### src/dcache_mem_pkg.sv
////////////////////////////////////////
// geometry constants of the write-through
// dcache memory: ports, ways, sets, tag,
// word, line and offset widths
////////////////////////////////////////

`default_nettype none

package dcache_mem_pkg;

  // read ports into the arbiter
  localparam int unsigned NUM_PORTS = 3;

  // set-associative organisation
  localparam int unsigned NUM_WAYS  = 4;
  localparam int unsigned NUM_SETS  = 16;
  localparam int unsigned IDX_WIDTH = 4;
  localparam int unsigned TAG_WIDTH = 8;

  // one cache word per data bank
  localparam int unsigned WORD_WIDTH = 32;
  localparam int unsigned WORD_BYTES = 4;
  localparam int unsigned NUM_BANKS  = 4;

  // full cache line
  localparam int unsigned LINE_WIDTH = 128;
  localparam int unsigned LINE_BYTES = 16;

  // byte offset in a line, upper bits pick the bank
  localparam int unsigned OFFSET_WIDTH   = 4;
  localparam int unsigned BANK_SEL_WIDTH = 2;

  // granted port number
  localparam int unsigned PORT_SEL_WIDTH = 2;

endpackage

`default_nettype wire

### src/dcache_data_bank.sv
////////////////////////////////////////
// data bank: one word of every way per
// set, byte enables, one cycle read
////////////////////////////////////////

`timescale 1ns/1ps
`default_nettype none

module dcache_data_bank import dcache_mem_pkg::*; (
  input  wire logic                                 clk_i,
  input  wire logic                                 rst_ni,
  input  wire logic                                 req_i,
  input  wire logic                                 we_i,
  input  wire logic [IDX_WIDTH-1:0]                 idx_i,
  input  wire logic [NUM_WAYS-1:0][WORD_WIDTH-1:0]  wdata_i,
  input  wire logic [NUM_WAYS-1:0][WORD_BYTES-1:0]  be_i,
  output logic      [NUM_WAYS-1:0][WORD_WIDTH-1:0]  rdata_o
);

  logic [NUM_WAYS-1:0][WORD_WIDTH-1:0] mem_q [NUM_SETS];

  always_ff @(posedge clk_i) begin
    if (req_i && we_i) begin
      for (int w = 0; w < NUM_WAYS; w++) begin
        for (int b = 0; b < WORD_BYTES; b++) begin
          if (be_i[w][b]) begin
            mem_q[idx_i][w][8*b +: 8] <= wdata_i[w][8*b +: 8];
          end
        end
      end
    end
  end

  // read port holds its word until the next read
  always_ff @(posedge clk_i or negedge rst_ni) begin
    if (!rst_ni) begin
      rdata_o <= '0;
    end else if (req_i && !we_i) begin
      rdata_o <= mem_q[idx_i];
    end
  end

endmodule

`default_nettype wire

### config.mk
export PLATFORM = sky130hd
export DESIGN_NAME = dcache_data_bank
export DESIGN_NICKNAME = d
export VERILOG_FILES = /design/src/dcache_mem_pkg.sv /design/src/dcache_data_bank.sv
export SDC_FILE = /design/constraint.sdc
export NUM_CORES = 2
export LEC_CHECK = 0
export ABC_AREA = 1
export BUFFER_PORTS_ARGS = -buffer_cell sky130_fd_sc_hd__buf_2
export CAP_MARGIN = 20
export CELL_PAD_IN_SITES_DETAIL_PLACEMENT = 1
export CELL_PAD_IN_SITES_GLOBAL_PLACEMENT = 1
export CORE_ASPECT_RATIO = 1.5
export CORE_MARGIN = 3
export CORE_UTILIZATION = 52
export CTS_BUF_LIST = sky130_fd_sc_hd__clkbuf_8
export CTS_CLUSTER_SIZE = 40
export DETAILED_ROUTE_END_ITERATION = 16
export PLACE_DENSITY_LB_ADDON = 0.3
export SYNTH_ARGS = -nofsm -noshare
export SYNTH_HDL_FRONTEND = slang
export SYNTH_SLANG_ARGS = --single-unit
### constraint.sdc
create_clock -name clk_i -period 1.3 [get_ports clk_i]
set_input_delay 0.195 -clock clk_i [delete_from_list [all_inputs] [get_ports clk_i]]
set_output_delay 0.195 -clock clk_i [all_outputs]
set_load 0.005 [all_outputs]
==> summary.md <==
| Metric | Value |
|---|---|
| Status | `complete, but fails checks` |
| Failing checks | `negative setup slack` |
| Die width | `344 µm` |
| WP buf/inv | `1` |
| Internal Power | `108000 µW` |
| Largest net degree at the start of global routing | `72` |
| Fin. max-slew vios | `0` |
| Die area | `roughly 180000 µm²` |
| Grt total ovfl | `0` |
| Final setup margin | `-0.574 ns` |
| Sequential cell area | `64800 µm²` |
| Synthesis-to-finish area growth | `21.2%` |
| ANT nets after route | `0` |
| CTS Buffer Depth | `4` |
| Top-level port count | `between 200 and 300` |
| Synth top area share | `0.690` |
| Synth top area cells | `edfxtp_1 69%, nand2_1 21%, dfrtp_1 3.6%` |
| Arrival @ worst endpoint | `1.68 ns` |
| Sequential Power Share | `0.543` |
| Period minus WS final | `1.87 ns` |
| Synth warn | `0` |
| Syn Inst Count | `8430` |
| Via-to-Cell Ratio | `5.74` |
| Post-synth top area cell | `edfxtp_1` |
| Core area | `170000 µm²` |
| Drt pass-1 iters | `6` |
| Sw power | `around 37000 µW` |
| Setup-failing EPs final | `141` |
| Routed via count | `between 60000 and 70000` |
| #FFs+latches synth | `2176` |
| Share of layout cells above drive strength 1 | `0.178` |
| Commonest non-fill, non-tap cells in the layout | `4790 x nand2_1, 2048 x edfxtp_1, 542 x buf_4, 516 x nor2_1, 360 x clkbuf_8` |
| Kind of cell adding the most delay to the critical path | `flip-flops` |
| CP max stage cell | `dfrtp_1` |
| Max stage delay on crit path | `about 0.46 ns` |
| CP Data Required Time | `1.11 ns` |
| Multi-input combinational cell area | `~23000 µm²` |
| Setup WS pre-CTS | `-0.650 ns` |
| Max Fclk | `~530 MHz` |
| Layout Nets | `roughly 9700` |
| CTS Buf Count | `335` |
| RSZ-0062 raised after global routing | `true` |
| WL final | `314000 µm` |
| Max H-tree Level | `5` |
| Hold Vio Cnt, Final | `0` |
| Sw Share | `0.255` |
| Leading cell type in the layout, fill and taps excluded | `nand2_1` |
| Synthesized cell area | `89100 µm²` |
| Global-route wire length before repair | `456000 µm` |
| Max Cap Viol | `0` |
| Vias in the first global route | `74200` |
| DRC Markers | `0` |
| Seq/Total Area, Yosys | `0.726` |
| CTS root buffer | `clkbuf_8` |
| Fillers | `~18000` |
| FP Rows | `185` |
| Crit path cell chain | `buf_2` |
| Leak pwr | `0.0449 µW` |
| Worst rel slew slack | `0.668` |
| Clock Skews | `0.0450 ns` |
| Power Density | `between 1000 and 1500 nW/µm²` |
| Maximum fanout along the worst path | `2` |
| Crit. End Element | `output port` |
| HPWL after detailed placement | `194000 µm` |
| Tcrit/Tclk final | `1.44` |
| Worst-Margin Slew | `0.498 ns` |
| Gp weighted congestion | `about 0.86` |
| Clock transition at path regs | `about 0.060 ns` |
| Comb pwr share | `0.091` |
| Gr usage total | `0.346` |
| 1st-iter DRT viols | `between 6000 and 7000` |
| TritonCTS Sinks | `~2200` |
| Drt wl/cell | `26.1 µm` |
| Initial antenna violation count | `18` |
| Total power | `145000 µW` |
| Die height | `513 µm` |
| Initial Util | `0.525` |
| CTS tree | `yes` |
| Synth cell types | `16` |
| CP Class | `reg2out` |
| Startpoint types | `flop` |
| Clock Latency Late Sink | `1.05 ns` |
| Maximum vdd drop | `1040 µV` |
| Port bufs | `279` |
| Mapped Nets | `8582` |
| Clock power share | `0.366` |
| Hold WC Path Type | `in2reg` |
| Average size of a mapped cell | `10.6 µm²` |
[power groups by stage]
stage	combinational [µW]	clock (µW)	sequential, µW
6_report	13100	53100	78700
5_1_grt	14100	56400	78700
2_1_floorplan	5130	0	79600
3_3_place_gp	10500	0	80000
3_5_place_dp	11100	0	80000
4_1_cts	12300	52900	78600
[final cells by class]
cell class	instances	area share
Sequential cell	2176	0.599
Multi-Input combinational cell	5800	0.214
Timing Repair Buffer	1184	0.104
Clock buffer	360	0.0459
Tap cell	2244	0.0260
Clock inverter	229	0.00901
Inverter	11	0.000741
Antenna cell	13	0.000301
[per-layer routing]
| layer | part of all wire | GRT usage |
|---|---|---|
| met1 | 0.35 | 0.404 |
| met2 | 0.51 | 0.608 |
| met3 | 0.080 | 0.0600 |
| met4 | 0.058 | 0.184 |
| met5 | 0.000086 | 0 |
[what timing repair did]
item	CTS	global route
cloned	0	1
setup buffers	50	34
gates resized for setup	120	199
hold endpoints to repair	4268	3
pin swaps	23	78
hold buffers	159	1
setup endpoints to repair	147	1247
[through the flow]
stage	instances	setup TNS, ns	utilization	instance area, µm²	hold slack (ns)
2_1_floorplan	8430	-765.86	-	89500	-0.101
3_3_place_gp	11200	-708.03	0.581	98700	0.146
3_5_place_dp	11200	-836.13	0.581	98700	0.142
4_1_cts	12000	-74.76	0.630	107000	0.00217
5_1_grt	12000	-68.96	0.636	108000	0.0740
6_report	12000	-60.84	0.636	108000	0.0895
[cell usage after synthesis (all sizes together)]
library cell / count
nand2: 4899
clkinv: 1
dfrtp: 128
inv: 10
nand3: 257
buf: 338
clkbuf: 105
nor2: 644
edfxtp: 2048
[worst min-delay path: cells and delay by family]
kind / cells / cell delay (ns)
buffers and inverters: 3 / 0.46
and+or+nand+nor: 3 / 0.26
[final timing paths]
check	from	to	slack, ns	depth (start not counted)
max reg2reg	mem_q[7][65]	rdata_o[65]	-0.09	8
min in group asynchronous	rst_ni	rdata_o[20]	0.29	4
min reg2reg	rdata_o[36]	rdata_o[36]	0.50	2
min	idx_i[3]	mem_q[6][62]	0.09	6
max	rdata_o[120]	rdata_o[120]	-0.57	1
max in group asynchronous	rst_ni	rdata_o[77]	0.42	5
[kinds of logic (layout without fill, tap and decap cells)]
| family | after synthesis | after routing | share of synthesized area |
|---|---|---|---|
| other cells | 0 | 13 | 0 |
| buf+inv | 454 | 1784 | 0.0260 |
| simple gates | 5800 | 5800 | 0.248 |
| flops | 2176 | 2176 | 0.726 |
[flip-flops by register name, indices dropped and copies added, names as in the netlist]
name and cells:
mem_q 2048, rdata_o 128
Note: power is estimated with default switching activity, not from simulation.
