===== src/dcache_mem_pkg.sv =====
////////////////////////////////////////
// geometry constants of the write-through
// dcache memory: ports, ways, sets, tag,
// word, line and offset widths
////////////////////////////////////////

`default_nettype none

package dcache_mem_pkg;

  // read ports into the arbiter
  localparam int unsigned NUM_PORTS = 3;

  // set-associative organisation
  localparam int unsigned NUM_WAYS  = 4;
  localparam int unsigned NUM_SETS  = 16;
  localparam int unsigned IDX_WIDTH = 4;
  localparam int unsigned TAG_WIDTH = 8;

  // one cache word per data bank
  localparam int unsigned WORD_WIDTH = 32;
  localparam int unsigned WORD_BYTES = 4;
  localparam int unsigned NUM_BANKS  = 4;

  // full cache line
  localparam int unsigned LINE_WIDTH = 128;
  localparam int unsigned LINE_BYTES = 16;

  // byte offset in a line, upper bits pick the bank
  localparam int unsigned OFFSET_WIDTH   = 4;
  localparam int unsigned BANK_SEL_WIDTH = 2;

  // granted port number
  localparam int unsigned PORT_SEL_WIDTH = 2;

endpackage

`default_nettype wire


===== src/dcache_bank_ctrl.sv =====
////////////////////////////////////////
// bank controller: per bank request,
// write enable, index, data and byte
// enables from line write, granted read
// and word write, with collision check
////////////////////////////////////////

`timescale 1ns/1ps
`default_nettype none

module dcache_bank_ctrl import dcache_mem_pkg::*; (
  input  wire logic                                              wr_cl_vld_i,
  input  wire logic [NUM_WAYS-1:0]                               wr_cl_we_i,
  input  wire logic [IDX_WIDTH-1:0]                              wr_cl_idx_i,
  input  wire logic [LINE_WIDTH-1:0]                             wr_cl_data_i,
  input  wire logic [LINE_BYTES-1:0]                             wr_cl_be_i,
  input  wire logic                                              rd_gnt_i,
  input  wire logic [IDX_WIDTH-1:0]                              sel_idx_i,
  input  wire logic [OFFSET_WIDTH-1:0]                           sel_off_i,
  input  wire logic                                              sel_tag_only_i,
  input  wire logic [NUM_WAYS-1:0]                               wr_req_i,
  input  wire logic [IDX_WIDTH-1:0]                              wr_idx_i,
  input  wire logic [OFFSET_WIDTH-1:0]                           wr_off_i,
  input  wire logic [WORD_WIDTH-1:0]                             wr_data_i,
  input  wire logic [WORD_BYTES-1:0]                             wr_be_i,
  output logic                                                   wr_ack_o,
  output logic      [NUM_BANKS-1:0]                              bank_req_o,
  output logic      [NUM_BANKS-1:0]                              bank_we_o,
  output logic      [NUM_BANKS-1:0][IDX_WIDTH-1:0]               bank_idx_o,
  output logic      [NUM_BANKS-1:0][NUM_WAYS-1:0][WORD_WIDTH-1:0] bank_wdata_o,
  output logic      [NUM_BANKS-1:0][NUM_WAYS-1:0][WORD_BYTES-1:0] bank_be_o
);

  logic [BANK_SEL_WIDTH-1:0] rd_bank;
  logic [BANK_SEL_WIDTH-1:0] wr_bank;
  logic                      rd_data;
  logic                      collision;

  // word offset is the bank number
  assign rd_bank = sel_off_i[OFFSET_WIDTH-1 -: BANK_SEL_WIDTH];
  assign wr_bank = wr_off_i[OFFSET_WIDTH-1 -: BANK_SEL_WIDTH];

  // tag-only reads leave the data banks alone
  assign rd_data   = rd_gnt_i & ~sel_tag_only_i;
  assign collision = rd_data & (rd_bank == wr_bank);
  assign wr_ack_o  = (|wr_req_i) & ~wr_cl_vld_i & ~collision;

  always_comb begin : p_bank
    logic rd_hit_bank;
    logic wr_hit_bank;
    for (int k = 0; k < NUM_BANKS; k++) begin
      rd_hit_bank = rd_data && (rd_bank == BANK_SEL_WIDTH'(k));
      wr_hit_bank = wr_ack_o && (wr_bank == BANK_SEL_WIDTH'(k));
      if (wr_cl_vld_i) begin
        // word k of the line into every enabled way
        bank_req_o[k] = 1'b1;
        bank_we_o[k]  = 1'b1;
        bank_idx_o[k] = wr_cl_idx_i;
        for (int j = 0; j < NUM_WAYS; j++) begin
          bank_wdata_o[k][j] = wr_cl_data_i[k*WORD_WIDTH +: WORD_WIDTH];
          bank_be_o[k][j]    = wr_cl_we_i[j] ? wr_cl_be_i[k*WORD_BYTES +: WORD_BYTES] : '0;
        end
      end else begin
        bank_req_o[k] = rd_hit_bank | wr_hit_bank;
        bank_we_o[k]  = wr_hit_bank;
        bank_idx_o[k] = wr_hit_bank ? wr_idx_i : sel_idx_i;
        for (int j = 0; j < NUM_WAYS; j++) begin
          bank_wdata_o[k][j] = wr_data_i;
          bank_be_o[k][j]    = (wr_hit_bank && wr_req_i[j]) ? wr_be_i : '0;
        end
      end
    end
  end

endmodule

`default_nettype wire


===== config.mk =====
export PLATFORM = sky130hd
export DESIGN_NAME = dcache_bank_ctrl
export DESIGN_NICKNAME = d
export VERILOG_FILES = /design/src/dcache_mem_pkg.sv /design/src/dcache_bank_ctrl.sv
export SDC_FILE = /design/constraint.sdc
export NUM_CORES = 1
export LEC_CHECK = 0
export BUFFER_PORTS_ARGS = -buffer_cell sky130_fd_sc_hd__buf_2
export CAP_MARGIN = 20
export CORE_AREA = 2 2 317 319
export DETAILED_ROUTE_END_ITERATION = 12
export DIE_AREA = 0 0 319 321
export SYNTH_ARGS = -nofsm -noshare
export SYNTH_HDL_FRONTEND = slang
export SYNTH_SLANG_ARGS = --single-unit

===== constraint.sdc =====
create_clock -name vclk -period 2.8
set_clock_uncertainty 0.1 [all_clocks]
set_input_delay 0.84 -clock vclk [all_inputs]
set_output_delay 0.84 -clock vclk [all_outputs]
set_load 0.02 [all_outputs]

==> flow_summary_export.csv <==
group,metric,value,unit
sta,drv_slew,0,
worst_hold_path,worst_hold_path_type,"in -> out",
critical_path,critPathMaxStageDelay,600,ps
critical_path,criticalPathCategory,"in -> out",
sta,rsz0062_at_grt,"true",
sta,worst_pin_slew,804,ps
critical_path,path_buf_inv,4,
routing,vias,8571,
placed_design,placed_cell_area,0.0104,mm²
critical_path,slowest_stage,"or4_4",
critical_path,crit_family,"simple AND/OR/NAND/NOR gates",
sta,layout_worst_path_cycle_share,121,%
logic_synthesis,yosysSeqAreaShare,0,%
global_routing,grt_pass1_vias,7187,
worst_hold_path,min-delay-start,"wr_cl_we_i[3]",
finish,drive_above_1_share,86.4,%
finish,area_delta_synth_final,213,%
placed_design,hpwl,48700,µm
global_routing,grt_first_pass_wirelength,67200,µm
sta,layout_min_cycle_time,3390,ps
flow_run,cap_violations,0,
critical_path,path_cells,"buf_6, or4_4, o311ai_4, buf_6, buf_4, nor3_2, a211oi_4, buf_6",
sta,max-slew-margin-rel,46.2,%
critical_path,required,1860,ps
placed_design,gp_congestion,0.803,
global_routing,antenna_found_initial,31,
routing,drtAntennaViolNets,0,
die,start_util,5.30,%
sta,timing.setup.tns,-124400,ps
logic_synthesis,netlist_area,0.00526,mm²
routing,drtPass1Iterations,5,
die,fp-row-count,116,
power,p_leak,0.00745,µW
finish,fin_area,0.0165,mm²
sta,fmax,295,MHz
sta,holdWs,1930,ps
logic_synthesis,syn_avg_cell_area,5.69,µm²
finish,fillers,11000,
finish,nFlopsAndLatches,0,
die,die_h,321,µm
power,share_seq_of_total_power,0,%
critical_path,start_kind,"input port",
power,switchingPower,2370,µW
finish,regArea,0,µm²
power,p_comb_share,100.0,%
power,internal_power,1780,µW
critical_path,cp-end-kind,"output port",
routing,post_drt_wl_per_cell,21.7,µm
status,violations,"negative setup slack",
global_routing,grt_usage,9.82,%
power,power.density,252,mW/mm²
routing,wl,60200,µm
logic_synthesis,syn_nets,1136,
routing,viasPerCell,3.08,
critical_path,worstPathArrival,2450,ps
worst_hold_path,hold-path-endpoint,"bank_be_o[14]",
logic_synthesis,yosys_warnings,0,
finish,fin_nets,1692,
die,coreArea,0.0993,mm²
power,switching_share,57.1,%
power,vdd_drop_max,0.0986,mV
die,dieArea,0.102,mm²
clocking,hold_buffers,0,
sta,layout_setup_ws,-585,ps
worst_hold_path,hold-path-cell-count,4,
sta,setup_viol,601,
placed_design,io_buffers,808,
die,die_w,319,µm
die,io-pin-count,812,
critical_path,cp_max_fo,5,
power,power,4150,µW
finish,nClkBuffers,0,
routing,drc_errors,0,
routing,drt_iter0_drc,454,
global_routing,grt-ovfl-total,0,
power,clockPowerShare,0,%
logic_synthesis,synth.distinct_cells,24,
global_routing,grt_max_degree,28,
critical_path,path_common_cell,"buf_6",
sta,hold_viol,0,
logic_synthesis,synthCells,925,
status,status,"finished with violations",
placed_design,pre_cts_ws,-753,ps
cell families after synthesis:
logic type / share of synthesized area, %
buffers and inverters: 58.9
and+or+nand+nor: 31.1
AOI/OAI and AO/OA: 9.58
xor gates and xnor gates: 0.333
cells in the final DEF (no fill, tap or decap), types with 21 or more instances in the layout:
| cell | n |
|---|---|
| buf_12 | 68 |
| nand2_4 | 66 |
| buf_8 | 21 |
| buf_2 | 353 |
| o21ai_4 | 32 |
| nand2_2 | 29 |
| buf_6 | 414 |
| nand2_8 | 127 |
| nand2_1 | 138 |
| buf_4 | 98 |
metrics by stage:
step                      cells  util, %
after floorplan             925        -
after global placement     2721     10.5
after detailed placement   2721     10.5
after CTS                  2754     12.8
after global routing       2779     16.6
final                      2781     16.6
how the worst max path moves through the flow:
| stage | from | endpoint | slack, ps | cells after the start |
|---|---|---|---|---|
| finish | wr_req_i[3] | bank_idx_o[14] | -590 | 8 |
| global route | wr_req_i[3] | bank_idx_o[14] | -620 | 8 |
| CTS | wr_req_i[3] | bank_be_o[43] | -560 | 7 |
| detailed placement | wr_req_i[2] | bank_idx_o[14] | -750 | 7 |
| global placement | wr_req_i[2] | bank_idx_o[14] | -760 | 7 |
| floorplan | wr_req_i[2] | bank_idx_o[5] | -290 | 6 |
cell type report:
type | count | area (µm²) | area share [%]
timing repair buffer | 974 | 9370 | 56.9
antenna | 4 | 10.0 | 0.0608
inverter | 4 | 27.5 | 0.167
multi-input combinational | 501 | 5430 | 33.0
tap | 1298 | 1620 | 9.86
per-layer routing:
metal / global-route usage [%] / vias up / routed length, µm
met5: 0 / - / 29
met2: 16.6 / 647 / 29000
met1: 13.1 / 4156 / 25600
li1: - / 3656 / -
met3: 1.43 / 108 / 3760
met4: 2.12 / 4 / 1860
Yosys cell counts (all sizes together):
cell	n	area, µm²
nor2b	4	25.0
a211oi	16	140
nand2	360	1350
nand3	13	65.1
or4	1	7.51
xor2	2	17.5
inv	4	15.0
o21ai	64	320
nor2	8	30.0
nor3	16	80.1
or2	5	36.3
o311ai	5	43.8
buf	400	3010
and2	4	25.0
clkbuf	20	75.1
nand2b	3	18.8
timing repair:
item                       4_1_cts  5_1_grt
setup endpoints to repair      601      601
buffers inserted                27       33
resized for setup              483      887
pin swaps                       23       62
cloned                           7       10
power groups by stage:
| stage | logic (µW) | registers [µW] | clock network (µW) |
|---|---|---|---|
| after floorplan | 2070 | 0 | 0 |
| after global placement | 2880 | 0 | 0 |
| after detailed placement | 2880 | 0 | 0 |
| after CTS | 3380 | 0 | 0 |
| after global routing | 4310 | 0 | 0.0000962 |
| final | 4150 | 0 | 0.0000809 |
Note: power is estimated with default switching activity, not from simulation.
