`src/dcache_mem_pkg.sv`:
```
////////////////////////////////////////
// geometry constants of the write-through
// dcache memory: ports, ways, sets, tag,
// word, line and offset widths
////////////////////////////////////////

`default_nettype none

package dcache_mem_pkg;

  // read ports into the arbiter
  localparam int unsigned NUM_PORTS = 3;

  // set-associative organisation
  localparam int unsigned NUM_WAYS  = 4;
  localparam int unsigned NUM_SETS  = 16;
  localparam int unsigned IDX_WIDTH = 4;
  localparam int unsigned TAG_WIDTH = 8;

  // one cache word per data bank
  localparam int unsigned WORD_WIDTH = 32;
  localparam int unsigned WORD_BYTES = 4;
  localparam int unsigned NUM_BANKS  = 4;

  // full cache line
  localparam int unsigned LINE_WIDTH = 128;
  localparam int unsigned LINE_BYTES = 16;

  // byte offset in a line, upper bits pick the bank
  localparam int unsigned OFFSET_WIDTH   = 4;
  localparam int unsigned BANK_SEL_WIDTH = 2;

  // granted port number
  localparam int unsigned PORT_SEL_WIDTH = 2;

endpackage

`default_nettype wire

```
`src/dcache_tag_array.sv`:
```
////////////////////////////////////////
// tag and valid storage of all ways,
// tag comparison and one-hot hit bits
////////////////////////////////////////

`timescale 1ns/1ps
`default_nettype none

module dcache_tag_array import dcache_mem_pkg::*; (
  input  wire logic                  clk_i,
  input  wire logic                  rst_ni,
  input  wire logic                  wr_cl_vld_i,
  input  wire logic [NUM_WAYS-1:0]   wr_cl_we_i,
  input  wire logic [IDX_WIDTH-1:0]  wr_cl_idx_i,
  input  wire logic [TAG_WIDTH-1:0]  wr_cl_tag_i,
  input  wire logic [NUM_WAYS-1:0]   wr_vld_bits_i,
  input  wire logic                  rd_gnt_i,
  input  wire logic [IDX_WIDTH-1:0]  sel_idx_i,
  input  wire logic [TAG_WIDTH-1:0]  sel_tag_i,
  output logic      [NUM_WAYS-1:0]   rd_vld_bits_o,
  output logic      [NUM_WAYS-1:0]   rd_hit_oh_o
);

  logic [NUM_WAYS-1:0][TAG_WIDTH-1:0] tag_q [NUM_SETS];
  logic [NUM_SETS-1:0][NUM_WAYS-1:0]  valid_q;
  logic [NUM_WAYS-1:0][TAG_WIDTH-1:0] tag_rd_q;
  logic [IDX_WIDTH-1:0]               addr;
  logic                               rd_en;
  logic                               cmp_en_q;

  ////////////////////////////////////////
  // storage
  ////////////////////////////////////////

  assign addr  = wr_cl_vld_i ? wr_cl_idx_i : sel_idx_i;
  assign rd_en = rd_gnt_i & ~wr_cl_vld_i;

  always_ff @(posedge clk_i) begin
    if (wr_cl_vld_i) begin
      for (int w = 0; w < NUM_WAYS; w++) begin
        if (wr_cl_we_i[w]) begin
          tag_q[addr][w] <= wr_cl_tag_i;
        end
      end
    end
    if (rd_en) begin
      tag_rd_q <= tag_q[addr];
    end
  end

  always_ff @(posedge clk_i or negedge rst_ni) begin
    if (!rst_ni) begin
      valid_q       <= '0;
      rd_vld_bits_o <= '0;
      cmp_en_q      <= 1'b0;
    end else begin
      cmp_en_q <= rd_en;
      if (wr_cl_vld_i) begin
        for (int w = 0; w < NUM_WAYS; w++) begin
          if (wr_cl_we_i[w]) begin
            valid_q[addr][w] <= wr_vld_bits_i[w];
          end
        end
      end else if (rd_en) begin
        rd_vld_bits_o <= valid_q[addr];
      end
    end
  end

  ////////////////////////////////////////
  // compare against the late tag
  ////////////////////////////////////////

  always_comb begin
    for (int w = 0; w < NUM_WAYS; w++) begin
      rd_hit_oh_o[w] = cmp_en_q & rd_vld_bits_o[w] & (tag_rd_q[w] == sel_tag_i);
    end
  end

  // a tag is never allocated twice in one set
  hit_onehot: assert property (@(posedge clk_i) disable iff (!rst_ni)
    rd_en |=> $onehot0(rd_hit_oh_o))
    else $error("tag hit bits are not onehot0");

endmodule

`default_nettype wire

```
`config.mk`:
```
export PLATFORM = sky130hd
export DESIGN_NAME = dcache_tag_array
export DESIGN_NICKNAME = d
export VERILOG_FILES = /design/src/dcache_mem_pkg.sv /design/src/dcache_tag_array.sv
export SDC_FILE = /design/constraint.sdc
export NUM_CORES = 1
export LEC_CHECK = 0
export BUFFER_PORTS_ARGS = -buffer_cell sky130_fd_sc_hd__buf_4
export CAP_MARGIN = 30
export CORE_MARGIN = 1
export CORE_UTILIZATION = 60
export CTS_CLUSTER_SIZE = 20
export DETAILED_ROUTE_END_ITERATION = 10
export PLACE_DENSITY_LB_ADDON = 0.05
export REMOVE_ABC_BUFFERS = 1
export SLEW_MARGIN = 0
export SYNTH_ARGS = -nofsm -noshare
export SYNTH_HDL_FRONTEND = slang
export SYNTH_SLANG_ARGS = --single-unit
```
`constraint.sdc`:
```
create_clock -name clk_i -period 3.5 [get_ports clk_i]
set_input_delay 0 -clock clk_i [delete_from_list [all_inputs] [get_ports clk_i]]
set_output_delay 0 -clock clk_i [all_outputs]
set_load 0.005 [all_outputs]
```
==> metrics.cfg, run 1 <==
[power]
vdd_drop_max_uv=467.7
p_leak_nw=9.140
power.density_nw_per_um2=574.3

[place]
port_buffers=43
placed_area_um2=25330
post-dp-hpwl_um=33150
dp_slack_ps=858.1
globalplace.congestion=0.8264
placed_cells=1865

[run_status]
status=complete, no violations

[yosys]
syn_area_per_cell_um2=18.35
synth-edff-count=544
yosysSeqAreaShare_pct=75.37
synth_area_um2=23960
synth.most_common_cell=edfxtp_1
synth.distinct_cells=45
ys.flop_type=edfxtp_1
yosys.area.top_type=edfxtp_1
yosysWarnings=0
ys_ff_latch=613
netlist.area_leader.share_pct=68.17
synthTopCellsByCount=544 x edfxtp_1, 144 x a22oi_1, 73 x a21oi_1
synthCells=1306
ys_async_sr_fraction_pct=11.26
synth_area_leaders=edfxtp_1 68%, dfrtp_1 7.2%, mux4_2 6.0%, a22oi_1 4.5%, mux2_2 2.5%

[clocking]
post_cts_buffers=0
cts_buffers=58
htree_levels=2
cts_max_path_buffers=3
clock_sink_count=613
clk_latency_ps=610
path_clk_slew_ps=60
cts_tree=built
cts_root_buf=clkbuf_16

[critical_path]
critPathLaunchType=primary input
crit_fanout=22
criticalPathCategory=primary input to flip-flop
crit_arrival_ps=2860
cp.required_ps=3980
crit_path_end_kind=flip-flop

[cells_and_area]
finalInstanceArea_um2=27370
fillerInstances=2501
synthToLayoutAreaGrowth_pct=14.22
drive_gt1_share_pct=23.96
final_nets=1463
stdcell_count=1991
n_antenna_cell=0

[sta]
hold_slack_ps=99.01
final.min_clock_period_ps=2377
clock_skew_ps=11.10
worst_slack_ps=1123
finalSetupTns_ps=0
max_freq_mhz=420.7
setup_viol=0
worst_slew_pin_slew_ps=930.1
relSlewSlack_pct=38.00
hold_violations=0
period_share_pct=67.91
grt_setup_unrepaired=false
slew_violations=0

[floorplan]
initial_core_util_pct=61.44
num_rows=72
io_pins=44
fp.dieH_um=201.9
dieArea_um2=40740
core_um2=39010
die_w_um=201.9

[global_routing]
gr-total-overflow=0
grt_max_degree=65
first_global_vias=13040
grt.total_usage_pct=28.10
grt_first_pass_wirelength_um=83190
antenna_found_initial=0

[detailed_routing]
antenna_left=0
wl_um=55540
wl_per_cell_um=27.90
via_per_inst=6.449
route.detailed.drc=0
drt-initial-drc-count=1223
num_vias=12840
drt_first_pass_iters=5

[job]
max_cap_viol_count=0

[worst_hold_path]
min_path_type=primary input to flip-flop

==> stage by stage <==
stage / total power [mW] / utilization [%]
after floorplan: 9.225 / -
after global routing: 16.20 / 70.17
final: 15.72 / 70.17
after detailed placement: 9.773 / 64.93
after CTS: 15.81 / 70.17
after global placement: 9.729 / 64.66
==> critical path, stage by stage <==
cell and delay, ps:
dlygate4sd3_1 540, buf_4 170, o22ai_4 670, nand3_1 310, nor2_1 250, mux2_1 330
dlygate4sd3_1 560
==> where the power goes <==
group | internal (mW) | total [mW] | switching [mW]
combinational | 0.537 | 1.24 | 0.699
sequential | 8.26 | 8.41 | 0.151
clock | 3.49 | 6.08 | 2.58
total | 12.3 | 15.7 | 3.43
==> state kept, by name (all words and copies together) (netlist names) <==
signal,flops
rd_vld_bits_o,4
tag_q,512
valid_q,64
cmp_en_q,1
tag_rd_q,32
==> logic make-up after synthesis <==
group,count (synthesis),share of synthesized area (%)
flip-flops,613,75.37
AO/OA/AOI/OAI,293,9.168
AND/OR/NAND/NOR,144,3.289
multiplexers,130,9.121
buffers and inverters,94,1.880
XOR/XNOR,32,1.170
==> cell usage in the layout (no fill, tap or decap), types with 11 or more instances in the layout <==
master,count
a21oi_1,73
a22o_1,32
a22oi_1,144
buf_4,124
clkbuf_1,13
clkbuf_16,61
clkinv_1,15
dfrtp_1,69
dlygate4sd3_1,20
edfxtp_1,544
mux2_1,11
mux2_2,53
mux4_2,64
nand3_1,12
nor2_1,29
nor3_1,38
o21a_1,16
or3_1,33
xnor2_1,32
==> routing by layer <==
layer | GRT usage (%) | wire length, um
met2 | 44.86 | 27230
met3 | 4.192 | 3714
met1 | 40.93 | 23290
met5 | 0 | 0
met4 | 7.982 | 1309
==> path summary, 6_finish.rpt <==
| path | from | to | slack, ps | depth (start not counted) |
|---|---|---|---|---|
| min in group asynchronous | rst_ni | valid_q[17] | 520 | 4 |
| hold reg to reg | valid_q[50] | valid_q[50] | 490 | 1 |
| setup / recovery | sel_idx_i[3] | valid_q[20] | 1120 | 7 |
| max in group asynchronous | rst_ni | valid_q[40] | 2100 | 4 |
| hold / removal | wr_cl_we_i[2] | tag_q[7][18] | 100 | 4 |
| setup reg to reg | tag_q[3][20] | tag_rd_q[20] | 1770 | 3 |
==> layout make-up <==
cell class              count  area [um^2]  share of cell area, %
clock inverters            30        240.2                 0.8777
multi-input cells         599         5509                  20.13
flip-flops and latches    613        18060                  65.99
well taps                 518        648.1                  2.368
clock buffers              76         1603                  5.856
repair buffers            152         1297                  4.740
inverters                   3        11.26                0.04114
==> what timing repair did <==
action                                 CTS  global route
endpoints found under the hold margin  376             0
hold buffers                            20             0
resized for setup                        0             0
Power figures use the tool's default switching activity.
==> run 2: changes to the inputs <==
Settings changed: ABC_AREA set to 1.
Clock period 3.5 ns to 2.2 ns, I/O delays scaled along.
==> run 2 against run 1 <==
  * Count of clock-buffer cells in the layout increased by 4
  * Via count up 36%
  * Clock skew grew 3.3 ps
==> metrics.cfg, run 2 <==
[run_status]
status=complete, no violations

[critical_path]
cp.required_ps=2200
max_stage_delay_ps=450
cpMaxStageDelayCell=edfxtp_1
criticalPathCategory=flip-flop to primary output
crit_arrival_ps=2070
crit_path_end_kind=primary output
crit_chain=xor2_1 -> a221oi_1 -> nand3_1 -> nor2_1 -> buf_4
critical-path-top-delay-family=flip-flops
critPathLaunchType=flip-flop
crit_fanout=1
worst-path-buf-inv=1

[power]
power_mw=26.24
power.density_nw_per_um2=916.6
p_leak_nw=10.85
vdd_drop_max_uv=748.5

[sta]
finalSetupTns_ps=0
setup_viol=0
clock_skew_ps=14.45
max_freq_mhz=482.1
relSlewSlack_pct=37.10
slew_violations=0
period_share_pct=94.29
hold_slack_ps=10.39
hold_violations=0
worst_slew_pin_slew_ps=943.5
grt_setup_unrepaired=false
final.min_clock_period_ps=2074

[detailed_routing]
highest_layer=met4
drt_first_pass_iters=6
wl_met2_um=30610
route.detailed.drc=0
num_vias=17500
wl_per_cell_um=22.92
via_per_inst=6.162
m1WireLength_um=28150
wl_um=65100
antenna_left=0
drt-initial-drc-count=2006
dr_wl_met3_um=4704

[worst_hold_path]
min_path_type=primary input to flip-flop

[global_routing]
gr-total-overflow=0
first_global_vias=16940
grt_first_pass_wirelength_um=99840
grt_max_degree=141
antenna_found_initial=0
grt.total_usage_pct=30.23

[cells_and_area]
synthToLayoutAreaGrowth_pct=10.93
final_nets=2285
drive_gt1_share_pct=8.561
final_cell_mix=560 x nand3_1, 544 x edfxtp_1, 487 x nand2_1, 152 x inv_1, 128 x nand4_1
final_util_pct=67.78
biggestRegsByFlops=tag_q (512), valid_q (64), tag_rd_q (32)
final_common_cell=nand3_1
n_antenna_cell=0
largest_register_ffs=512
stdcell_count=2840
largest_register=tag_q

[place]
globalplace.congestion=0.8361
placed_cells=2712
port_buffers=43
post-dp-hpwl_um=36810

[floorplan]
fp.dieH_um=209.4
die_w_um=209.4
initial_core_util_pct=61.11
core_um2=42230
dieArea_um2=43840
io_pins=44
num_rows=75

[yosys]
ys.flop_type=edfxtp_1
synth.distinct_cells=30
ys_async_sr_fraction_pct=11.26
synth_area_leaders=edfxtp_1 63%, nand3_1 11%, nand2_1 7.1%, dfrtp_1 6.7%, nand4_1 3.1%
synth-edff-count=544
yosys.area.top_type=edfxtp_1
ys_ff_latch=613
yosysWarnings=0
synthTopCellsByCount=560 x nand3_1, 544 x edfxtp_1, 489 x nand2_1
synthCells=2246
synth_area_um2=25800
synth.most_common_cell=nand3_1
yosysSeqAreaShare_pct=70.00
netlist.area_leader.share_pct=63.31
syn_area_per_cell_um2=11.49

[clocking]
clk_latency_ps=630
cts_tree=built
post_cts_buffers=0
cts_resized=0
cts_buffers=60
clock_sink_count=613
path_clk_slew_ps=60
htree_levels=2
cts_max_path_buffers=3
cts_root_buf=clkbuf_16

[job]
max_cap_viol_count=0

-- run 2: cell count changes after synthesis, moves of 64 or more --
cell and delta:
mux4_2 -64, nand4_1 +124, inv_1 +149, a21oi_1 -68
nand2_1 +482, a22oi_1 -144, nand3_1 +548, buf_2 +69
-- run 2: final timing paths --
check                               start              to  slack, ps  depth (start not counted)
min                        wr_cl_tag_i[2]    tag_q[2][10]         10                          1
max                           tag_rd_q[2]  rd_hit_oh_o[0]        130                          5
max in group asynchronous          rst_ni     valid_q[62]       1480                          2
min in group asynchronous          rst_ni     valid_q[23]         90                          2
max reg2reg                  tag_q[11][8]     tag_rd_q[8]       1010                          6
min reg2reg                   valid_q[54]     valid_q[54]        490                          2
-- run 2: what timing repair did --
action | 4_1_cts | 5_1_grt
setup endpoints to repair | 0 | 0
hold buffers | 14 | 0
hold endpoints to repair | 439 | 0
-- run 2: routing by layer --
metal | vias to the layer above | global-route usage [%]
li1 | 8007 | -
met1 | 8685 | 44.15
met2 | 704 | 47.64
met3 | 104 | 4.160
met4 | 0 | 9.483
met5 | - | 0
-- run 2: worst register-to-register path, cell delays in order, from the launching register on --
cell      delay, ps
edfxtp_1        360
nand3_1          90
nand4_1         190
nand2_1         140
nand2_1          60
inv_1            50
nand2_1          50
-- run 2: kinds of logic after synthesis --
kind of cell              Yosys count  share of synthesized area, %
buffers and inverters             306                         5.062
xor gates and xnor gates           13                        0.4413
and+or+nand+nor                  1224                         22.50
DFF                               613                         70.00
AOI/OAI and AO/OA                  90                         1.993
-- run 2: where the power goes --
group | switching (mW) | internal (mW)
sequential | 0.223 | 13.2
clock | 4.29 | 6.11
combinational | 1.72 | 0.732
total | 6.23 | 20.0
-- run 2: cell type report --
type	count	area (um^2)
sequential	613	18060
fill	3177	13600
multi-input combinational	1327	6465
clock buffer	80	1628
timing repair buffer	87	813.3
tap	539	674.4
inverter	160	615.6
clock inverter	34	365.4
-- run 2: stage by stage --
step / setup WS [ps] / area, um^2
floorplan: -9066 / 25110
global placement: 196.6 / 26490
detailed placement: 154.3 / 26490
CTS: 113.1 / 28620
global route: 19.03 / 28620
finish: 125.5 / 28620
