===== src/dcache_mem_pkg.sv =====
////////////////////////////////////////
// geometry constants of the write-through
// dcache memory: ports, ways, sets, tag,
// word, line and offset widths
////////////////////////////////////////

`default_nettype none

package dcache_mem_pkg;

  // read ports into the arbiter
  localparam int unsigned NUM_PORTS = 3;

  // set-associative organisation
  localparam int unsigned NUM_WAYS  = 4;
  localparam int unsigned NUM_SETS  = 16;
  localparam int unsigned IDX_WIDTH = 4;
  localparam int unsigned TAG_WIDTH = 8;

  // one cache word per data bank
  localparam int unsigned WORD_WIDTH = 32;
  localparam int unsigned WORD_BYTES = 4;
  localparam int unsigned NUM_BANKS  = 4;

  // full cache line
  localparam int unsigned LINE_WIDTH = 128;
  localparam int unsigned LINE_BYTES = 16;

  // byte offset in a line, upper bits pick the bank
  localparam int unsigned OFFSET_WIDTH   = 4;
  localparam int unsigned BANK_SEL_WIDTH = 2;

  // granted port number
  localparam int unsigned PORT_SEL_WIDTH = 2;

endpackage

`default_nettype wire


===== src/dcache_read_arbiter.sv =====
////////////////////////////////////////
// read arbiter: priority masking, round
// robin grant and selection of the
// granted port's index, offset and tag
////////////////////////////////////////

`timescale 1ns/1ps
`default_nettype none

module dcache_read_arbiter import dcache_mem_pkg::*; (
  input  wire logic                                    clk_i,
  input  wire logic                                    rst_ni,
  input  wire logic [NUM_PORTS-1:0]                    rd_req_i,
  input  wire logic [NUM_PORTS-1:0]                    rd_prio_i,
  input  wire logic [NUM_PORTS-1:0]                    rd_tag_only_i,
  input  wire logic [NUM_PORTS-1:0][IDX_WIDTH-1:0]     rd_idx_i,
  input  wire logic [NUM_PORTS-1:0][OFFSET_WIDTH-1:0]  rd_off_i,
  input  wire logic [NUM_PORTS-1:0][TAG_WIDTH-1:0]     rd_tag_i,
  input  wire logic                                    wr_cl_vld_i,
  output logic      [NUM_PORTS-1:0]                    rd_ack_o,
  output logic                                         rd_gnt_o,
  output logic      [IDX_WIDTH-1:0]                    sel_idx_o,
  output logic      [OFFSET_WIDTH-1:0]                 sel_off_o,
  output logic      [TAG_WIDTH-1:0]                    sel_tag_o,
  output logic                                         sel_tag_only_o
);

  logic [NUM_PORTS-1:0]      req_prio;
  logic [NUM_PORTS-1:0]      req_masked;
  logic [PORT_SEL_WIDTH-1:0] rr_q;
  logic [PORT_SEL_WIDTH-1:0] gnt_idx;
  logic [PORT_SEL_WIDTH-1:0] gnt_port_q;
  logic                      gnt_found;

  // high prio requesters shut out the low prio ones
  assign req_prio   = rd_req_i & rd_prio_i;
  assign req_masked = (|req_prio) ? req_prio : rd_req_i;

  // first competing port at or after the pointer with wraparound
  always_comb begin : p_rr_search
    int port;
    gnt_found = 1'b0;
    gnt_idx   = '0;
    for (int i = 0; i < NUM_PORTS; i++) begin
      port = (int'(rr_q) + i) % NUM_PORTS;
      if (!gnt_found && req_masked[port]) begin
        gnt_found = 1'b1;
        gnt_idx   = PORT_SEL_WIDTH'(port);
      end
    end
  end

  // a line write stalls every read
  assign rd_gnt_o = gnt_found & ~wr_cl_vld_i;
  assign rd_ack_o = rd_gnt_o ? NUM_PORTS'(1) << gnt_idx : '0;

  assign sel_idx_o      = rd_idx_i[gnt_idx];
  assign sel_off_o      = rd_off_i[gnt_idx];
  assign sel_tag_only_o = rd_tag_only_i[gnt_idx];
  // tag arrives one cycle after the grant
  assign sel_tag_o      = rd_tag_i[gnt_port_q];

  always_ff @(posedge clk_i or negedge rst_ni) begin
    if (!rst_ni) begin
      rr_q       <= '0;
      gnt_port_q <= '0;
    end else if (rd_gnt_o) begin
      rr_q       <= (gnt_idx == PORT_SEL_WIDTH'(NUM_PORTS - 1)) ? '0 : gnt_idx + 1'b1;
      gnt_port_q <= gnt_idx;
    end
  end

  // a low prio port never wins against a high prio requester
  ack_prio: assert property (@(posedge clk_i) disable iff (!rst_ni)
    (|(rd_req_i & rd_prio_i)) |-> ((rd_ack_o & ~rd_prio_i) == '0))
    else $error("read ack went to a low priority port");

endmodule

`default_nettype wire


===== config.mk =====
export PLATFORM = sky130hd
export DESIGN_NAME = dcache_read_arbiter
export DESIGN_NICKNAME = d
export VERILOG_FILES = /design/src/dcache_mem_pkg.sv /design/src/dcache_read_arbiter.sv
export SDC_FILE = /design/constraint.sdc
export NUM_CORES = 1
export LEC_CHECK = 0
export BUFFER_PORTS_ARGS = -buffer_cell sky130_fd_sc_hd__buf_2
export CAP_MARGIN = 25
export CORE_MARGIN = 2
export CORE_UTILIZATION = 34
export CTS_CLUSTER_SIZE = 8
export DETAILED_ROUTE_END_ITERATION = 7
export PLACE_DENSITY_LB_ADDON = 0.05
export SETUP_SLACK_MARGIN = 0.5
export SLEW_MARGIN = 15
export SYNTH_ARGS = -nofsm -noshare
export SYNTH_HDL_FRONTEND = slang
export SYNTH_SLANG_ARGS = --single-unit

===== constraint.sdc =====
create_clock -name clk_i -period 2.3 [get_ports clk_i]
set_clock_uncertainty 0.05 [all_clocks]
set_input_delay 0.23 -clock clk_i [delete_from_list [all_inputs] [get_ports clk_i]]
set_output_delay 0.23 -clock clk_i [all_outputs]
set_load 0.02 [all_outputs]

==> results of run 1 <==
==> layout make-up <==
class | instances | area (um^2)
multi-input cells | 75 | 680.7
well taps | 27 | 33.78
clock buffers | 3 | 22.52
fillers | 144 | 469.2
flip-flops and latches | 4 | 100.1
repair buffers | 98 | 658.1
inverters | 4 | 17.52
==> where the power goes <==
part | leakage (nW) | internal [mW] | switching, mW | total, mW
sequential | 0.0502 | 0.103 | 0.0660 | 0.169
combinational | 0.718 | 0.897 | 0.839 | 1.74
clock | 0.0138 | 0.0582 | 0.0270 | 0.0852
==> synth_stat cells <==
cell type / number / area [um^2]
nor2_1: 2 / 7.510
buf_6: 2 / 22.52
dfrtp_1: 4 / 100.1
o21ai_1: 2 / 10.01
nand3_1: 1 / 5.000
nand2_1: 9 / 33.78
a22oi_1: 4 / 30.03
a22o_1: 9 / 78.83
mux2_2: 3 / 33.78
nor2_2: 1 / 6.260
nand3_2: 1 / 10.01
clkbuf_1: 4 / 15.01
nor3_1: 3 / 15.01
a21o_1: 9 / 67.56
a31oi_1: 1 / 6.260
nor2b_1: 1 / 6.260
nor4b_4: 1 / 23.77
inv_1: 4 / 15.01
o211ai_1: 1 / 7.510
maj3_1: 1 / 10.01
o21ai_0: 9 / 45.04
mux2i_1: 9 / 90.09
nand3b_1: 2 / 15.01
o21a_1: 1 / 7.510
ha_1: 2 / 25.02
a21boi_2: 1 / 11.26
a211oi_2: 2 / 25.02
==> metrics by stage <==
step | hold WS (ns) | cells | power, mW | TNS (ns)
finish | 0.2873 | 211 | 1.990 | -0.05461
global route | 0.3073 | 211 | 2.118 | -1.034
CTS | 0.2851 | 205 | 1.840 | -0.1305
detailed placement | -0.008887 | 198 | 1.399 | -0.4128
global placement | -0.009847 | 198 | 1.379 | -0.07278
floorplan | -0.1156 | 89 | 1.029 | 0
==> routing by layer <==
layer | track usage | share of wire | vias to the layer above
met1 | 0.2399 | 0.38 | 506
met5 | 0 | 0 | -
met4 | 0.04167 | 0 | 0
li1 | - | - | 529
met2 | 0.3794 | 0.56 | 40
met3 | 0.03939 | 0.059 | 0
==> logic make-up after synthesis <==
| logic type | after synthesis | synth area share |
|---|---|---|
| muxes | 12 | 0.1713 |
| DFF | 4 | 0.1384 |
| AOI/OAI and AO/OA | 39 | 0.3997 |
| and+or+nand+nor | 21 | 0.1695 |
| buffers and inverters | 10 | 0.07265 |
| adders and majority gates | 3 | 0.04844 |
==> placed cells by master, fill, tap and decap left out, drive strengths merged <==
cell type	instances
nor3	3
a22oi	4
inv	4
mux2i	9
clkbuf	3
a31oi	1
nand3b	2
a22o	9
a211oi	2
dlygate4sd3	1
buf	97
nor2	3
a21boi	1
nor4b	1
nand3	2
o21a	1
dfrtp	4
ha	2
o211ai	1
o21ai	11
nor2b	1
a21o	9
nand2	9
mux2	3
maj3	1
==> worst reg2reg max path, delay by kind of cell, from the launching register on <==
kind / cells / cell delay, ns
buffers and inverters: 4 / 0.49
and+or+nand+nor: 2 / 0.40
DFF: 1 / 0.38
muxes: 1 / 0.32
adders and majority gates: 1 / 0.22
AOI/OAI and AO/OA: 1 / 0.06
==> state kept, by name, summed over array words and instances, names as in the netlist <==
name        flops
gnt_port_q      2
rr_q            2
==> timing repair <==
item | CTS | global route
endpoints found under the hold margin | 4 | 0
gates cloned | 0 | 0
hold buffers | 1 | 0
gates resized for setup | 43 | 7
setup buffers | 3 | 6
pin swaps | 12 | 7
setup endpoints to repair | 25 | 25
==> how the worst min path moves through the flow <==
stage / from / endpoint / cells past startpoint
CTS: rst_ni / rr_q[1] / 2
finish: rst_ni / rr_q[1] / 2
floorplan: rst_ni / gnt_port_q[0] / 0
detailed placement: rst_ni / gnt_port_q[1] / 1
global route: rst_ni / gnt_port_q[0] / 2
global placement: rst_ni / gnt_port_q[0] / 1
==> results.yml, run 1 <==
run:
  drv_cap: 0
die:
  die_h_um: 50.12
  initial_utilization: 0.3649
  die_x_um: 50.12
  io_pins: 81
  die-area_um2: 2512
  core_area_um2: 1982
  rows: 16
worst_setup_path:
  arrival_ns: 2.06
  critical_path.cell_chain: "inv_2 > ha_4 > buf_6 > a211oi_4 > nor4b_4 > buf_4 > a22o_1 > a21o_1 > buf_6"
  path_delay_family: "compound AO/OA/AOI/OAI gates"
  crit_end: "sel_idx_o[2]"
  startpoint_type: "register"
  worstReg2RegEnd: "gnt_port_q[1]"
  endpoint_kind: "primary output"
  critPathKind: "register to primary output"
  startpoint: "rr_q[0]"
  slowest_stage: "dfrtp_1"
  crit_fanout: 4
  r2r_start: "rr_q[0]"
  worst_r2r_path_depth: 9
  path_depth: 9
  rrSetupSlack_ns: 0.26
  cpMostUsedCell: "buf_6"
  crit_buf_inv: 4
  critPathRequiredTime_ns: 2.02
  max_stage_delay_ns: 0.38
power:
  p_per_area_nw_per_um2: 1316
  ir_drop_uv: 807.6
  p_leak_nw: 0.7825
yosys:
  yosysSeqAreaShare: 0.1384
  synth_cell_types: 27
  ys_warn_count: 0
  syn_area_per_cell_um2: 8.126
  synthCells: 89
  synth_fp_nets: 151
  synth-seq-cells: 4
  synth_area_um2: 723.2
routing:
  firstDrtPassIters: 4
  postRouteAntennaNets: 0
  routed_wl_mm: 2.662
  drc: 0
  wl_per_cell_um: 12.62
  drtIter0Drc: 10
  via_per_inst: 5.095
  num_vias: 1075
place:
  dp_worst_setup_slack_ns: -0.05436
  place_hpwl_mm: 1.982
  place_area_um2: 1220
  place.port_buffers: 80
  place_congestion: 0.7177
finish:
  num_antenna_cells: 0
  drive_gt1_frac: 0.6630
  nets: 248
  synthToLayoutAreaGrowth_pct: 109.2
  final_cell_area_um2: 1513
  final_core_util: 0.7633
global_route:
  grt_pass1_vias: 1033
  grt_use_total: 0.2049
  grt_start_max_net_pins: 13
  antenna_found_initial: 0
  gr-total-overflow: 0
  grt_pass1_wl_mm: 4.112
sta:
  tightest_slew_ns: 0.5288
  rsz0062_at_grt: "true"
  finalWorstSetupSlack_ns: -0.03577
  clock.fmax_ghz: 0.4281
  finalSetupViolations: 5
  slew_viol_final: 0
  hold_viol: 0
  slew_headroom: 0.6475
  period_minus_slack_ns: 2.336
  min_period_over_period: 1.016
clock_network:
  cts_buffer_depth: 2
  cts_tree: "done"
  root_buffer: "clkbuf_4"
  clk_pin_slew_ns: 0.04
  cts.htree.levels: 1
  cts-buffers-inserted: 3
  clk_latency_ns: 0.23
  clkSinkCount: 4
outcome:
  violations: "negative setup slack"
  status: "finished, violations left"
worst_hold_path:
  hp-class: "input port to asynchronous set/reset pin"
No activity file was read; power rests on OpenSTA's default activity.
==> inputs of run 2 (changes only) <==
CORE_UTILIZATION = 35   (was 34)
CTS_BUF_LIST = sky130_fd_sc_hd__clkbuf_4 sky130_fd_sc_hd__clkbuf_8   (was not set)
==> run 2 against run 1 <==
- the run still ends with negative setup slack left
- global-route usage rose by 0.39 points
- worst hold slack better by 0.015 ns
- combinational power down 7%
- critical path depth unchanged
- power fell by 6.0%
- sequential share of layout area increased by 0.30 points
- first-iteration DRC count shrank 20%
- critical endpoint is now sel_idx_o[3]
==> results.yml, run 2 (synthesis results as in run 1) <==
power:
  p_per_area_nw_per_um2: 1292
  p_leak_nw: 0.7559
  ir_drop_uv: 838.4
  total_power_mw: 1.870
worst_setup_path:
  critPathKind: "register to primary output"
  endpoint_kind: "primary output"
  max_stage_delay_ns: 0.41
  startpoint_type: "register"
  arrival_ns: 2.06
  cpMostUsedCell: "buf_6"
  startpoint: "rr_q[1]"
  worst_r2r_path_depth: 11
  r2r_start: "rr_q[0]"
  slowest_stage: "dfrtp_1"
  critPathRequiredTime_ns: 2.02
  crit_fanout: 4
  critical_path.cell_chain: "inv_1 > ha_4 > buf_6 > a211oi_4 > nor4b_4 > buf_4 > a22o_1 > a21o_1 > buf_6"
sta:
  finalSetupTns_ns: -0.1590
  min_period_over_period: 1.018
  hold_viol: 0
  slew_headroom: 0.6530
  hold_ws_ns: 0.3026
  period_minus_slack_ns: 2.341
  slew_viol_final: 0
  finalSetupViolations: 9
  rsz0062_at_grt: "true"
  tightest_slew_ns: 0.5170
  clock.fmax_ghz: 0.4271
  finalWorstSetupSlack_ns: -0.04139
clock_network:
  clk_latency_ns: 0.23
  clkSinkCount: 4
  cts_buffer_depth: 2
  cts_tree: "done"
  cts-buffers-inserted: 3
  root_buffer: "clkbuf_4"
  clk_pin_slew_ns: 0.03
  cts.htree.levels: 1
finish:
  final_core_util: 0.7379
  final_common_cell: "buf_2"
  final_cells: 205
  final_cell_area_um2: 1448
  layout_common_cells: "buf_2, buf_6"
  synthToLayoutAreaGrowth_pct: 100.2
  num_antenna_cells: 0
  top_regs: "gnt_port_q: 2 flops, rr_q: 2 flops"
  drive_gt1_frac: 0.6517
  nets: 242
global_route:
  grt_pass1_vias: 1020
  antenna_found_initial: 0
  grt_pass1_wl_mm: 4.195
  grt_start_max_net_pins: 13
  grt_use_total: 0.2088
  gr-total-overflow: 0
place:
  place_congestion: 0.6720
  dp_worst_setup_slack_ns: -0.1465
  dp_cells: 193
  place.port_buffers: 80
  place_area_um2: 1182
  place_hpwl_mm: 1.886
die:
  initial_utilization: 0.3686
  core_area_um2: 1962
  die-area_um2: 2446
  die_x_um: 49.46
  io_pins: 81
  rows: 16
  die_h_um: 49.46
routing:
  routed_wl_mm: 2.452
  wl_per_cell_um: 11.96
  met3WireLength_um: 222
  m1WireLength_mm: 1.015
  via_per_inst: 5.117
  wl_met2_mm: 1.201
  postRouteAntennaNets: 0
  num_vias: 1049
  highest_layer: "met4"
  firstDrtPassIters: 3
  drc: 0
  drtIter0Drc: 8
outcome:
  violations: "negative setup slack"
  status: "finished, violations left"
run:
  drv_cap: 0
worst_hold_path:
  hp-class: "input port to asynchronous set/reset pin"
-- run 2: power by group --
| group | internal, mW | switching (mW) |
|---|---|---|
| registers | 0.103 | 0.0715 |
| clock network | 0.0580 | 0.0238 |
| logic | 0.817 | 0.797 |
-- run 2: timing repair --
item                                    CTS  global route
endpoints found under the setup margin   25            25
pin swaps                                 6             8
gates resized for setup                  40             8
endpoints found under the hold margin     4             0
hold buffers                              1             0
setup buffers                             5             3
-- run 2: path summary, 6_finish.rpt --
| path | end | slack, ns |
|---|---|---|
| min in group clk_i | rr_q[1] | 0.56 |
| hold / removal | gnt_port_q[0] | 0.30 |
| setup reg to reg | gnt_port_q[1] | 0.09 |
| setup / recovery | sel_idx_o[3] | -0.04 |
| hold reg to reg | rr_q[0] | 0.62 |
| max in group asynchronous | rr_q[0] | 1.78 |
-- run 2: worst max-delay path, delay by kind of cell (launching register included) --
family / cells / cell delay, ns
AOI/OAI and AO/OA: 3 / 0.27
adders and majority gates: 1 / 0.17
buffers and inverters: 4 / 0.57
and+or+nand+nor: 1 / 0.41
DFF: 1 / 0.41
-- run 2: per-layer routing --
layer / GRT usage / up-vias
met5: 0 / -
met4: 0.06944 / 0
met3: 0.03030 / 2
met2: 0.3896 / 55
met1: 0.2416 / 478
li1: - / 514
-- run 2: final cells by class --
type / count / area, um^2
clock buffers: 3 / 22.52
well taps: 27 / 33.78
inverters: 4 / 15.01
multi-input cells: 75 / 683.2
flip-flops and latches: 4 / 100.1
repair buffers: 92 / 593.1
fillers: 151 / 514.2
